`src/verilog/corePkg.sv`:
```
package corePkg;

    typedef logic [31:0] wordT;
    typedef logic [29:0] wordAddrT;  // Byte address without the low two bits

    localparam wordT resetPc = 32'h0000_0000;

    typedef enum logic [2:0] {
        aluAdd, aluSub, aluAnd, aluOr, aluSlt, aluLui
    } aluOpT;

    typedef enum logic [1:0] {
        fwdNone, fwdMem, fwdWb
    } fwdSelT;

    typedef enum logic {
        memIdle, memWait
    } memStateT;

    // Operand select shared by decode and execute
    function automatic wordT fwdMux(fwdSelT sel, wordT regVal, wordT memVal, wordT wbVal);
        case (sel)
            fwdMem:  return memVal;
            fwdWb:   return wbVal;
            default: return regVal;
        endcase
    endfunction

endpackage

```
`src/verilog/isaPkg.sv`:
```
package isaPkg;

    typedef logic [5:0]  opcodeT;
    typedef logic [5:0]  functT;
    typedef logic [4:0]  regIdxT;
    typedef logic [31:0] instrT;

    // Primary opcodes
    localparam opcodeT opSpecial = 6'h00;
    localparam opcodeT opAddiu   = 6'h09;
    localparam opcodeT opOri     = 6'h0d;
    localparam opcodeT opLui     = 6'h0f;
    localparam opcodeT opLw      = 6'h23;
    localparam opcodeT opSw      = 6'h2b;
    localparam opcodeT opBeq     = 6'h04;
    localparam opcodeT opBne     = 6'h05;

    // Function codes under opSpecial
    localparam functT fnAddu = 6'h21;
    localparam functT fnSubu = 6'h23;
    localparam functT fnAnd  = 6'h24;
    localparam functT fnOr   = 6'h25;
    localparam functT fnSlt  = 6'h2a;

    localparam int opLsb = 26;  // Low bit of each field
    localparam int rsLsb = 21;
    localparam int rtLsb = 16;
    localparam int rdLsb = 11;

    localparam regIdxT regZero  = 5'd0;
    localparam instrT  nopInstr = 32'h0000_0000;  // sll r0,r0,0

endpackage

```
`src/verilog/hazardIf.sv`:
```
`timescale 1ns/1ns
interface hazardIf;
    import corePkg::*;
    import isaPkg::*;

    regIdxT idRs, idRt, exRs, exRt, exDest, memDest, wbDest;
    logic   idUsesRt, idBranch;
    logic   exRegWrite, exMemRead;
    logic   memRegWrite, memLoad, memBusy;
    logic   wbRegWrite;
    logic   fetchBusy;
    fwdSelT idRsFwd, idRtFwd, exRsFwd, exRtFwd;
    logic   stallFetch, stallDecode, stallAll;

    modport fetch (output fetchBusy, input stallFetch);
    modport decode (output idRs, idRt, idUsesRt, idBranch,
                    input idRsFwd, idRtFwd, stallDecode, stallAll);
    modport execute (output exRs, exRt, exDest, exRegWrite, exMemRead,
                     input exRsFwd, exRtFwd, stallAll);
    modport memory (output memDest, memRegWrite, memLoad, memBusy, wbDest, wbRegWrite,
                    input stallAll);
    modport hazard (input idRs, idRt, idUsesRt, idBranch, exRs, exRt, exDest, exRegWrite,
                    exMemRead, memDest, memRegWrite, memLoad, memBusy, wbDest, wbRegWrite,
                    fetchBusy,
                    output idRsFwd, idRtFwd, exRsFwd, exRtFwd, stallFetch, stallDecode,
                    stallAll);
endinterface

```
`src/verilog/decodeStage.sv`:
```
`timescale 1ns/1ns
module decodeStage (
    input  logic           clock,
    input  logic           rst,
    input  isaPkg::instrT  idInstr,
    input  corePkg::wordT  idPcPlus4,
    input  corePkg::wordT  rfRs,
    input  corePkg::wordT  rfRt,
    input  corePkg::wordT  memResult,
    input  corePkg::wordT  wbData,
    output isaPkg::regIdxT rsIdx,
    output isaPkg::regIdxT rtIdx,
    output logic           branchTaken,
    output corePkg::wordT  branchTarget,
    output corePkg::aluOpT exAluOp,
    output corePkg::wordT  exA,
    output corePkg::wordT  exB,
    output corePkg::wordT  exStoreData,
    output logic           exUseImm,
    output corePkg::wordT  exImm,
    output logic           exMemRead,
    output logic           exMemWrite,
    output logic           exRegWrite,
    output isaPkg::regIdxT exDest,
    output isaPkg::regIdxT exRs,
    output isaPkg::regIdxT exRt,
    hazardIf.decode        hazard
);
    import corePkg::*;
    import isaPkg::*;

    opcodeT op;
    functT  fn;
    regIdxT rd;
    aluOpT  aluOp;
    logic   useImm, zeroExt, memRead, memWrite, regWrite, rtDest;
    logic   isBranch, isBne, usesRt;
    wordT   imm, rsVal, rtVal;

    assign op    = idInstr[opLsb +: 6];
    assign fn    = idInstr[5:0];
    assign rsIdx = idInstr[rsLsb +: 5];
    assign rtIdx = idInstr[rtLsb +: 5];
    assign rd    = idInstr[rdLsb +: 5];

    always_comb begin
        aluOp = aluAdd;  // Anything unrecognized stays a no-op
        {useImm, zeroExt, memRead, memWrite, regWrite, rtDest} = '0;
        {isBranch, isBne, usesRt} = '0;
        case (op)
            opSpecial: begin
                usesRt = 1'b1;
                regWrite = fn inside {fnAddu, fnSubu, fnAnd, fnOr, fnSlt};
                case (fn)
                    fnSubu:  aluOp = aluSub;
                    fnAnd:   aluOp = aluAnd;
                    fnOr:    aluOp = aluOr;
                    fnSlt:   aluOp = aluSlt;
                    default: aluOp = aluAdd;
                endcase
            end
            opAddiu: {useImm, regWrite, rtDest} = 3'b111;
            opOri: begin
                aluOp = aluOr;
                {useImm, zeroExt, regWrite, rtDest} = 4'b1111;
            end
            opLui: begin
                aluOp = aluLui;
                {useImm, regWrite, rtDest} = 3'b111;
            end
            opLw:    {useImm, memRead, regWrite, rtDest} = 4'b1111;
            opSw:    {useImm, memWrite, usesRt} = 3'b111;
            opBeq:   {isBranch, usesRt} = 2'b11;
            opBne:   {isBranch, isBne, usesRt} = 3'b111;
            default: ;
        endcase
    end

    assign imm   = zeroExt ? {16'h0, idInstr[15:0]} : {{16{idInstr[15]}}, idInstr[15:0]};
    assign rsVal = fwdMux(hazard.idRsFwd, rfRs, memResult, wbData);
    assign rtVal = fwdMux(hazard.idRtFwd, rfRt, memResult, wbData);

    assign branchTaken  = isBranch & ((rsVal == rtVal) ^ isBne);
    assign branchTarget = idPcPlus4 + {imm[29:0], 2'b00};

    assign hazard.idRs     = rsIdx;
    assign hazard.idRt     = rtIdx;
    assign hazard.idUsesRt = usesRt;
    assign hazard.idBranch = isBranch;

    always_ff @(posedge clock) begin
        if (rst) begin
            {exMemRead, exMemWrite, exRegWrite} <= '0;
        end else if (!hazard.stallAll) begin
            if (hazard.stallDecode) begin
                {exMemRead, exMemWrite, exRegWrite} <= '0;  // Bubble
            end else begin
                {exMemRead, exMemWrite, exRegWrite} <= {memRead, memWrite, regWrite};
                exAluOp     <= aluOp;
                exA         <= rsVal;
                exB         <= rtVal;
                exStoreData <= rtVal;
                exUseImm    <= useImm;
                exImm       <= imm;
                exDest      <= rtDest ? rtIdx : rd;
                exRs        <= rsIdx;
                exRt        <= rtIdx;
            end
        end
    end

endmodule

```
`src/verilog/executeStage.sv`:
```
`timescale 1ns/1ns
module executeStage (
    input  logic           clock,
    input  logic           rst,
    input  corePkg::aluOpT exAluOp,
    input  corePkg::wordT  exA,
    input  corePkg::wordT  exB,
    input  corePkg::wordT  exStoreData,
    input  logic           exUseImm,
    input  corePkg::wordT  exImm,
    input  logic           exMemRead,
    input  logic           exMemWrite,
    input  logic           exRegWrite,
    input  isaPkg::regIdxT exDest,
    input  isaPkg::regIdxT exRs,
    input  isaPkg::regIdxT exRt,
    input  corePkg::wordT  memResult,
    input  corePkg::wordT  wbData,
    output corePkg::wordT  memAluResult,
    output corePkg::wordT  memStoreData,
    output logic           memRead,
    output logic           memWrite,
    output logic           memRegWrite,
    output isaPkg::regIdxT memDest,
    hazardIf.execute       hazard
);
    import corePkg::*;

    wordT opA, opB, storeVal, result;

    assign opA      = fwdMux(hazard.exRsFwd, exA, memResult, wbData);
    assign storeVal = fwdMux(hazard.exRtFwd, exStoreData, memResult, wbData);
    assign opB      = exUseImm ? exImm : fwdMux(hazard.exRtFwd, exB, memResult, wbData);

    always_comb begin
        case (exAluOp)
            aluSub:  result = opA - opB;
            aluAnd:  result = opA & opB;
            aluOr:   result = opA | opB;
            aluSlt:  result = {31'b0, $signed(opA) < $signed(opB)};
            aluLui:  result = {opB[15:0], 16'h0};
            default: result = opA + opB;
        endcase
    end

    assign hazard.exRs       = exRs;
    assign hazard.exRt       = exRt;
    assign hazard.exDest     = exDest;
    assign hazard.exRegWrite = exRegWrite;
    assign hazard.exMemRead  = exMemRead;

    always_ff @(posedge clock) begin
        if (rst) begin
            {memRead, memWrite, memRegWrite} <= '0;
        end else if (!hazard.stallAll) begin
            {memRead, memWrite, memRegWrite} <= {exMemRead, exMemWrite, exRegWrite};
            memAluResult <= result;
            memStoreData <= storeVal;
            memDest      <= exDest;
        end
    end

endmodule

```
`src/verilog/fetchUnit.sv`:
```
`timescale 1ns/1ns
module fetchUnit (
    input  logic              clock,
    input  logic              rst,
    input  isaPkg::instrT     instRdata,
    input  logic              instAck,
    input  logic              branchTaken,
    input  corePkg::wordT     branchTarget,
    output logic              instRead,
    output corePkg::wordAddrT instAddr,
    output isaPkg::instrT     idInstr,
    output corePkg::wordT     idPcPlus4,
    hazardIf.fetch            hazard
);
    import corePkg::*;
    import isaPkg::*;

    wordT  pc;
    wordT  pcPlus4;
    logic  running;    // Low until the first cycle after reset
    logic  fetched;    // Masks the port once an acked word waits out a stall
    instrT heldInstr;
    logic  gotNow;

    assign instRead = running & ~fetched;
    assign instAddr = pc[31:2];
    assign gotNow   = instRead & instAck;
    assign pcPlus4  = pc + 32'd4;

    assign hazard.fetchBusy = instRead & ~instAck;

    always_ff @(posedge clock) begin
        if (rst) begin
            pc      <= resetPc;
            running <= 1'b0;
            fetched <= 1'b0;
            idInstr <= nopInstr;
        end else begin
            running <= 1'b1;
            if (!hazard.stallFetch) begin
                if (fetched || gotNow) begin
                    idInstr   <= fetched ? heldInstr : instRdata;
                    idPcPlus4 <= pcPlus4;
                    // Branch in decode leaves together with its delay slot arriving
                    pc        <= branchTaken ? branchTarget : pcPlus4;
                end else begin
                    idInstr <= nopInstr;
                end
                fetched <= 1'b0;
            end else if (gotNow) begin
                fetched <= 1'b1;
            end
        end
    end

    always_ff @(posedge clock) begin
        if (gotNow)
            heldInstr <= instRdata;
    end

endmodule

```
`src/verilog/hazardUnit.sv`:
```
`timescale 1ns/1ns
module hazardUnit (
    hazardIf.hazard h
);
    import corePkg::*;
    import isaPkg::*;

    logic loadUse, branchHaz;
    logic exHitsRs, exHitsRt, memLoadHit;

    // Memory holds the younger result, so it wins over writeback
    function automatic fwdSelT fwdFor(regIdxT src);
        if (src == regZero)
            return fwdNone;
        if (h.memRegWrite && h.memDest == src)
            return fwdMem;
        if (h.wbRegWrite && h.wbDest == src)
            return fwdWb;
        return fwdNone;
    endfunction

    always_comb begin
        h.idRsFwd = fwdFor(h.idRs);
        h.idRtFwd = fwdFor(h.idRt);
        h.exRsFwd = fwdFor(h.exRs);
        h.exRtFwd = fwdFor(h.exRt);
    end

    assign exHitsRs = h.exRegWrite && h.exDest != regZero && h.exDest == h.idRs;
    assign exHitsRt = h.exRegWrite && h.exDest != regZero && h.exDest == h.idRt && h.idUsesRt;
    assign memLoadHit = h.memLoad && h.memDest != regZero
                        && (h.memDest == h.idRs || h.memDest == h.idRt);

    assign loadUse = h.exMemRead && (exHitsRs || exHitsRt);
    // Branch compares in decode, before execute or a load result can reach it
    assign branchHaz = h.idBranch && (exHitsRs || exHitsRt || memLoadHit);

    assign h.stallDecode = loadUse | branchHaz;
    assign h.stallAll    = h.fetchBusy | h.memBusy;
    assign h.stallFetch  = h.stallDecode | h.stallAll;

endmodule

```
`src/verilog/memoryStage.sv`:
```
`timescale 1ns/1ns
module memoryStage (
    input  logic              clock,
    input  logic              rst,
    input  corePkg::wordT     memAluResult,
    input  corePkg::wordT     memStoreData,
    input  logic              memRead,
    input  logic              memWrite,
    input  logic              memRegWrite,
    input  isaPkg::regIdxT    memDest,
    input  corePkg::wordT     dataRdata,
    input  logic              dataAck,
    output logic              dataRead,
    output logic              dataWrite,
    output corePkg::wordAddrT dataAddr,
    output corePkg::wordT     dataWdata,
    output corePkg::wordT     memResult,
    output logic              wbRegWrite,
    output isaPkg::regIdxT    wbDest,
    output corePkg::wordT     wbData,
    hazardIf.memory           hazard
);
    import corePkg::*;

    memStateT state;
    wordT     loadData;  // Read word kept while fetch still holds the pipeline
    wordT     readVal;
    logic     idle;

    assign idle      = (state == memIdle);
    assign dataRead  = memRead & idle;
    assign dataWrite = memWrite & idle;
    assign dataAddr  = memAluResult[31:2];
    assign dataWdata = memStoreData;
    assign memResult = memAluResult;
    assign readVal   = idle ? dataRdata : loadData;

    assign hazard.memBusy     = (dataRead | dataWrite) & ~dataAck;
    assign hazard.memDest     = memDest;
    assign hazard.memRegWrite = memRegWrite;
    assign hazard.memLoad     = memRead;
    assign hazard.wbDest      = wbDest;
    assign hazard.wbRegWrite  = wbRegWrite;

    always_ff @(posedge clock) begin
        if (rst)
            state <= memIdle;
        else if (idle && (memRead || memWrite) && dataAck && hazard.stallAll)
            state <= memWait;
        else if (!hazard.stallAll)
            state <= memIdle;
    end

    always_ff @(posedge clock) begin
        if (idle && dataAck)
            loadData <= dataRdata;
    end

    always_ff @(posedge clock) begin
        if (rst) begin
            wbRegWrite <= 1'b0;
        end else if (!hazard.stallAll) begin
            wbRegWrite <= memRegWrite;
            wbDest     <= memDest;
            wbData     <= memRead ? readVal : memAluResult;
        end
    end

endmodule

```
`src/verilog/mipsCore.sv`:
```
`timescale 1ns/1ns
module mipsCore (
    input  logic              clock,
    input  logic              rst,
    input  isaPkg::instrT     instRdata,
    input  logic              instAck,
    output logic              instRead,
    output corePkg::wordAddrT instAddr,
    input  corePkg::wordT     dataRdata,
    input  logic              dataAck,
    output logic              dataRead,
    output logic              dataWrite,
    output corePkg::wordAddrT dataAddr,
    output corePkg::wordT     dataWdata
);
    import corePkg::*;
    import isaPkg::*;

    instrT  idInstr;
    wordT   idPcPlus4, branchTarget, rfRs, rfRt;
    logic   branchTaken;
    regIdxT rsIdx, rtIdx;

    // Decode to execute
    aluOpT  exAluOp;
    wordT   exA, exB, exStoreData, exImm;
    logic   exUseImm, exMemRead, exMemWrite, exRegWrite;
    regIdxT exDest, exRs, exRt;

    // Execute to memory, and the forwarding sources
    wordT   memAluResult, memStoreData, memResult, wbData;
    logic   memRead, memWrite, memRegWrite, wbRegWrite;
    regIdxT memDest, wbDest;

    hazardIf hz ();

    fetchUnit fetch_i (
        .clock, .rst, .instRdata, .instAck, .branchTaken, .branchTarget,
        .instRead, .instAddr, .idInstr, .idPcPlus4,
        .hazard (hz.fetch)
    );

    decodeStage decode_i (
        .clock, .rst, .idInstr, .idPcPlus4, .rfRs, .rfRt, .memResult, .wbData,
        .rsIdx, .rtIdx, .branchTaken, .branchTarget,
        .exAluOp, .exA, .exB, .exStoreData, .exUseImm, .exImm,
        .exMemRead, .exMemWrite, .exRegWrite, .exDest, .exRs, .exRt,
        .hazard (hz.decode)
    );

    registerFile regs_i (
        .clock, .rst, .rsIdx, .rtIdx, .rfRs, .rfRt, .wbRegWrite, .wbDest, .wbData
    );

    executeStage execute_i (
        .clock, .rst,
        .exAluOp, .exA, .exB, .exStoreData, .exUseImm, .exImm,
        .exMemRead, .exMemWrite, .exRegWrite, .exDest, .exRs, .exRt,
        .memResult, .wbData,
        .memAluResult, .memStoreData, .memRead, .memWrite, .memRegWrite, .memDest,
        .hazard (hz.execute)
    );

    memoryStage memory_i (
        .clock, .rst, .memAluResult, .memStoreData, .memRead, .memWrite,
        .memRegWrite, .memDest, .dataRdata, .dataAck,
        .dataRead, .dataWrite, .dataAddr, .dataWdata,
        .memResult, .wbRegWrite, .wbDest, .wbData,
        .hazard (hz.memory)
    );

    hazardUnit hazard_i (
        .h (hz.hazard)
    );

endmodule

```
`src/verilog/registerFile.sv`:
```
`timescale 1ns/1ns
module registerFile (
    input  logic           clock,
    input  logic           rst,
    input  isaPkg::regIdxT rsIdx,
    input  isaPkg::regIdxT rtIdx,
    output corePkg::wordT  rfRs,
    output corePkg::wordT  rfRt,
    input  logic           wbRegWrite,
    input  isaPkg::regIdxT wbDest,
    input  corePkg::wordT  wbData
);
    import corePkg::*;
    import isaPkg::*;

    wordT regs [32];
    logic writeEn;

    assign writeEn = wbRegWrite & (wbDest != regZero) & ~rst;

    always_ff @(posedge clock) begin
        if (writeEn)
            regs[wbDest] <= wbData;
    end

    // Same-cycle write shows through to the read
    assign rfRs = (rsIdx == regZero) ? '0 : (writeEn && wbDest == rsIdx) ? wbData : regs[rsIdx];
    assign rfRt = (rtIdx == regZero) ? '0 : (writeEn && wbDest == rtIdx) ? wbData : regs[rtIdx];

endmodule
```
`config.mk`:
```
export PLATFORM = sky130hd
export DESIGN_NAME = mipsCore
export DESIGN_NICKNAME = d
export VERILOG_FILES = /design/src/verilog/corePkg.sv /design/src/verilog/isaPkg.sv /design/src/verilog/hazardIf.sv /design/src/verilog/decodeStage.sv /design/src/verilog/executeStage.sv /design/src/verilog/fetchUnit.sv /design/src/verilog/hazardUnit.sv /design/src/verilog/memoryStage.sv /design/src/verilog/mipsCore.sv /design/src/verilog/registerFile.sv
export SDC_FILE = /design/constraint.sdc
export NUM_CORES = 2
export LEC_CHECK = 0
export BUFFER_PORTS_ARGS = -buffer_cell sky130_fd_sc_hd__buf_2
export CAP_MARGIN = 5
export CELL_PAD_IN_SITES_DETAIL_PLACEMENT = 2
export CELL_PAD_IN_SITES_GLOBAL_PLACEMENT = 2
export CORE_UTILIZATION = 42
export DETAILED_ROUTE_END_ITERATION = 7
export PLACE_DENSITY_LB_ADDON = 0.1
export RECOVER_POWER = 25
export SETUP_SLACK_MARGIN = 0.5
export SKIP_LAST_GASP = 1
export SYNTH_ARGS = -nofsm -noshare
export SYNTH_HDL_FRONTEND = slang
export SYNTH_SLANG_ARGS = --single-unit
```
`constraint.sdc`:
```
create_clock -name clock -period 9.3 [get_ports clock]
set_clock_uncertainty 0.15 [all_clocks]
set_input_delay 0.465 -clock clock [delete_from_list [all_inputs] [get_ports clock]]
set_output_delay 0.465 -clock clock [all_outputs]
set_load 0.1 [all_outputs]
```
==> flow_summary.toml <==
[route]
top_layer_used = "met5"
met2_length_microns = 137000
drt_pass1_iterations = 5
wl_met1_microns = 120000
wl_per_cell_microns = 39.1
dr_wl_met3_microns = 24500
ant_nets = 0
drt_iter0_drc = 5943
drc = 0
vias = 51000
wirelength_microns = 296000
viasPerCell = 6.73

[power_and_ir_drop]
vdd_drop_max_mv = 0.183
power.leakage_nw = 26.4
p_per_area_mw_per_mm2 = 193
power_mw = 15.6

[worst_setup_path]
worstPathCellList = "xor2_1, nor3_1, nand3_1, or3_1, ha_2, buf_4, a21oi_1, o21ai_0, inv_1, ha_1, nor2b_1, o21ai_0, a21oi_1, o21a_1, o2111ai_1, a311oi_1, o21ai_0, a31o_2, o31ai_1, a21boi_0, nand2_1, o211ai_1, a221o_1"
critPathCaptureType = "register"
cp_common_cell = "o21ai_0"
required_ps = 9730
startpoint_type = "register"
crit_arrival_ps = 8120
rr_endpoint = "execute_i.memAluResult[29]"
cp_top_family = "compound AO/OA/AOI/OAI gates"
cp.buffers_inverters = 2
max_stage_delay_ps = 790
timing.rr.start = "memory_i.hazard.wbDest[3]"
crit_fanout = 56
slowest_stage = "o31ai_1"
reg2reg_depth = 23
crit_type = "reg -> reg"
rrSetupSlack_ps = 1610

[die]
dieArea_sq_mm = 0.172
io_pins = 163
core_sq_mm = 0.168
die_w_microns = 414
rows = 150
die_h_microns = 414
start_util_pct = 42.5

[job]
max_cap_violations = 21

[clock_network]
clock_sinks = 1407
cts-htree-levels = 4
numCtsBuffers = 162
cts_resized = 0
cts_buffer_depth = 3
clock-root-buffer = "clkbuf_16"
cts_tree = "built"
clkLatencyLatePin_ps = 830
clk_pin_slew_ps = 70

[placement]
gp_congestion = 0.896
dpl.hpwl_microns = 190000
io_buffer_count = 162
dp_slack_ps = 1790

[grt]
grt_usage_pct = 34.1
overflow = 0
grt_max_degree = 87
grt_pass1_wl_microns = 415000
grt_antenna_before_repair = 5
grt_pass1_vias = 53100

[finish]
areaGrowthSynthToFinish_pct = 13.1
final_layout_size_suffix_gt1_share_pct = 19.4
final_cell_mix = "1325 x edfxtp_1, 418 x mux4_2, 319 x mux2i_1"
final_nets = 5452
final_common_cell = "edfxtp_1"

[logic_synthesis]
async_flop_share_pct = 0
synth_seq_cells = 1407
yosys_warnings = 0
yosysUniqueCellTypes = 95
synthFlopType = "edfxtp_1"
synth_top_area_share_pct = 55.7
yosys-top-cells-area = "edfxtp_1 56%, mux4_2 13%, mux2i_1 4.5%, a22oi_1 2.4%, dfxtp_1 2.3%"
synth_seq_area_share_pct = 58.0
syn_avg_cell_area_sq_um = 14.3
syn_inst = 5000
synth_top_cell_by_area = "edfxtp_1"
syn-cell-area_sq_mm = 0.0714
synth_enable_flop_cells = 1325

[timing]
clock.fmax_ghz = 0.130
finalSetupTns_ps = 0
final-setup-viol-count = 0
tightest_slew_ps = 2230
setup_slack_ps = 1610
fin_crit_sh_pct = 82.7
hold_viol = 0
slew_headroom_pct = -48.7
drv_slew = 775
rsz0062_at_grt = "no"
min_period_ps = 7690

[worst_hold_path]
hold_class = "in -> reg"
hold_end = "decode_i.exMemWrite"
min_delay_path_depth = 3
worstHoldStart = "rst"

[run_status]
outcome = "finished, violations left"
failed_checks = "max-capacitance violations, max-slew violations"
==> cell families (layout without fill, tap and decap cells) <==
logic type	after synthesis	in the layout	synth area share, %
AOI/OAI and AO/OA	1076	1076	10.1
xor gates and xnor gates	136	136	1.67
adders and majority gates	133	133	2.36
buffers and inverters	551	892	3.64
DFF	1407	1407	58.0
muxes	761	761	18.1
other	1	36	0.00525
and+or+nand+nor	935	935	6.09
==> metrics by stage <==
step	area (sq um)	hold slack, ps	utilization (%)	std cells
after detailed placement	75100	333	44.7	7225
after floorplan	71500	253	-	5031
after global placement	75100	335	44.7	7224
after CTS	80900	96.7	48.2	7575
after global routing	80800	149	48.1	7576
final	80800	147	48.1	7580
==> worst register-to-register path: stages, from the launching register on <==
cell	delay, ps
edfxtp_1	610
xor2_1	240
nor3_1	220
nand3_1	90
or3_1	370
ha_2	450
buf_4	520
a21oi_1	220
o21ai_0	510
inv_1	200
ha_1	330
nor2b_1	120
o21ai_0	130
a21oi_1	180
o21a_1	220
o2111ai_1	200
a311oi_1	430
o21ai_0	310
a31o_2	310
o31ai_1	790
a21boi_0	300
nand2_1	140
o211ai_1	110
a221o_1	330
==> sequential cells by signal (all words and copies together) (netlist names), 18 cells and up, named ones only <==
signal                  count
regs_i.regs              1024
decode_i.exA               32
decode_i.exB               32
execute_i.memAluResult     32
execute_i.memStoreData     32
fetch_i.heldInstr          32
fetch_i.idInstr            32
memory_i.loadData          32
memory_i.wbData            32
fetch_i.idPcPlus4          30
fetch_i.pc                 30
decode_i.exImm             18
==> layout make-up <==
class / count / area [sq um]
Multi-Input combinational cell: 3073 / 27900
Tap cell: 2204 / 2760
Sequential cell: 1407 / 41500
Fill cell: 15700 / 87200
Inverter: 195 / 732
Timing Repair Buffer: 412 / 2850
Clock buffer: 207 / 4380
Clock inverter: 78 / 738
Antenna cell: 4 / 10.0
==> repair_timing <==
item                                    CTS  global route
endpoints found under the hold margin   140             0
buffers inserted                          0             0
endpoints found under the setup margin    0             0
hold buffers                             65             0
==> power breakdown <==
group	internal (mW)	switching, mW
combinational	0.549	1.35
sequential	7.12	0.169
clock	3.62	2.75
total	11.3	4.27
==> cell usage after synthesis, types with 27 or more instances <==
master and n:
nand2_1 257, a22oi_1 232, o21ai_0 212, dfxtp_1 82, a31oi_1 27, buf_4 65
a21o_1 31, xnor2_1 75, clkbuf_1 168, mux4_2 418, ha_1 130, o21a_1 29
o22ai_1 41, nand4_1 37, nand3_1 88, nor3_1 57, inv_1 194, a21oi_1 234
mux2i_1 320, nor2_1 313, a22o_1 27, and3_1 29, edfxtp_1 1325, a221oi_1 30
buf_2 75, xor2_1 61, nor2b_1 31
==> worst max-delay path by stage <==
stage                                   start  slack (ps)                          to  cells past startpoint
global route        memory_i.hazard.wbDest[3]        1070  execute_i.memAluResult[29]                     23
CTS                 memory_i.hazard.wbDest[3]        1780  execute_i.memAluResult[29]                     23
global placement    memory_i.hazard.wbDest[3]        2100  execute_i.memAluResult[30]                     23
detailed placement  memory_i.hazard.wbDest[3]        1790  execute_i.memAluResult[29]                     23
floorplan                      memory_i.state        2510   execute_i.memAluResult[0]                      6
finish              memory_i.hazard.wbDest[3]        1610  execute_i.memAluResult[29]                     23
==> routing by layer <==
metal,vias up,track usage (%)
met5,-,0.111
met4,6,15.2
met3,576,6.50
met2,2594,53.4
met1,27500,46.2
li1,20300,-
No activity file was read; power rests on OpenSTA's default activity.
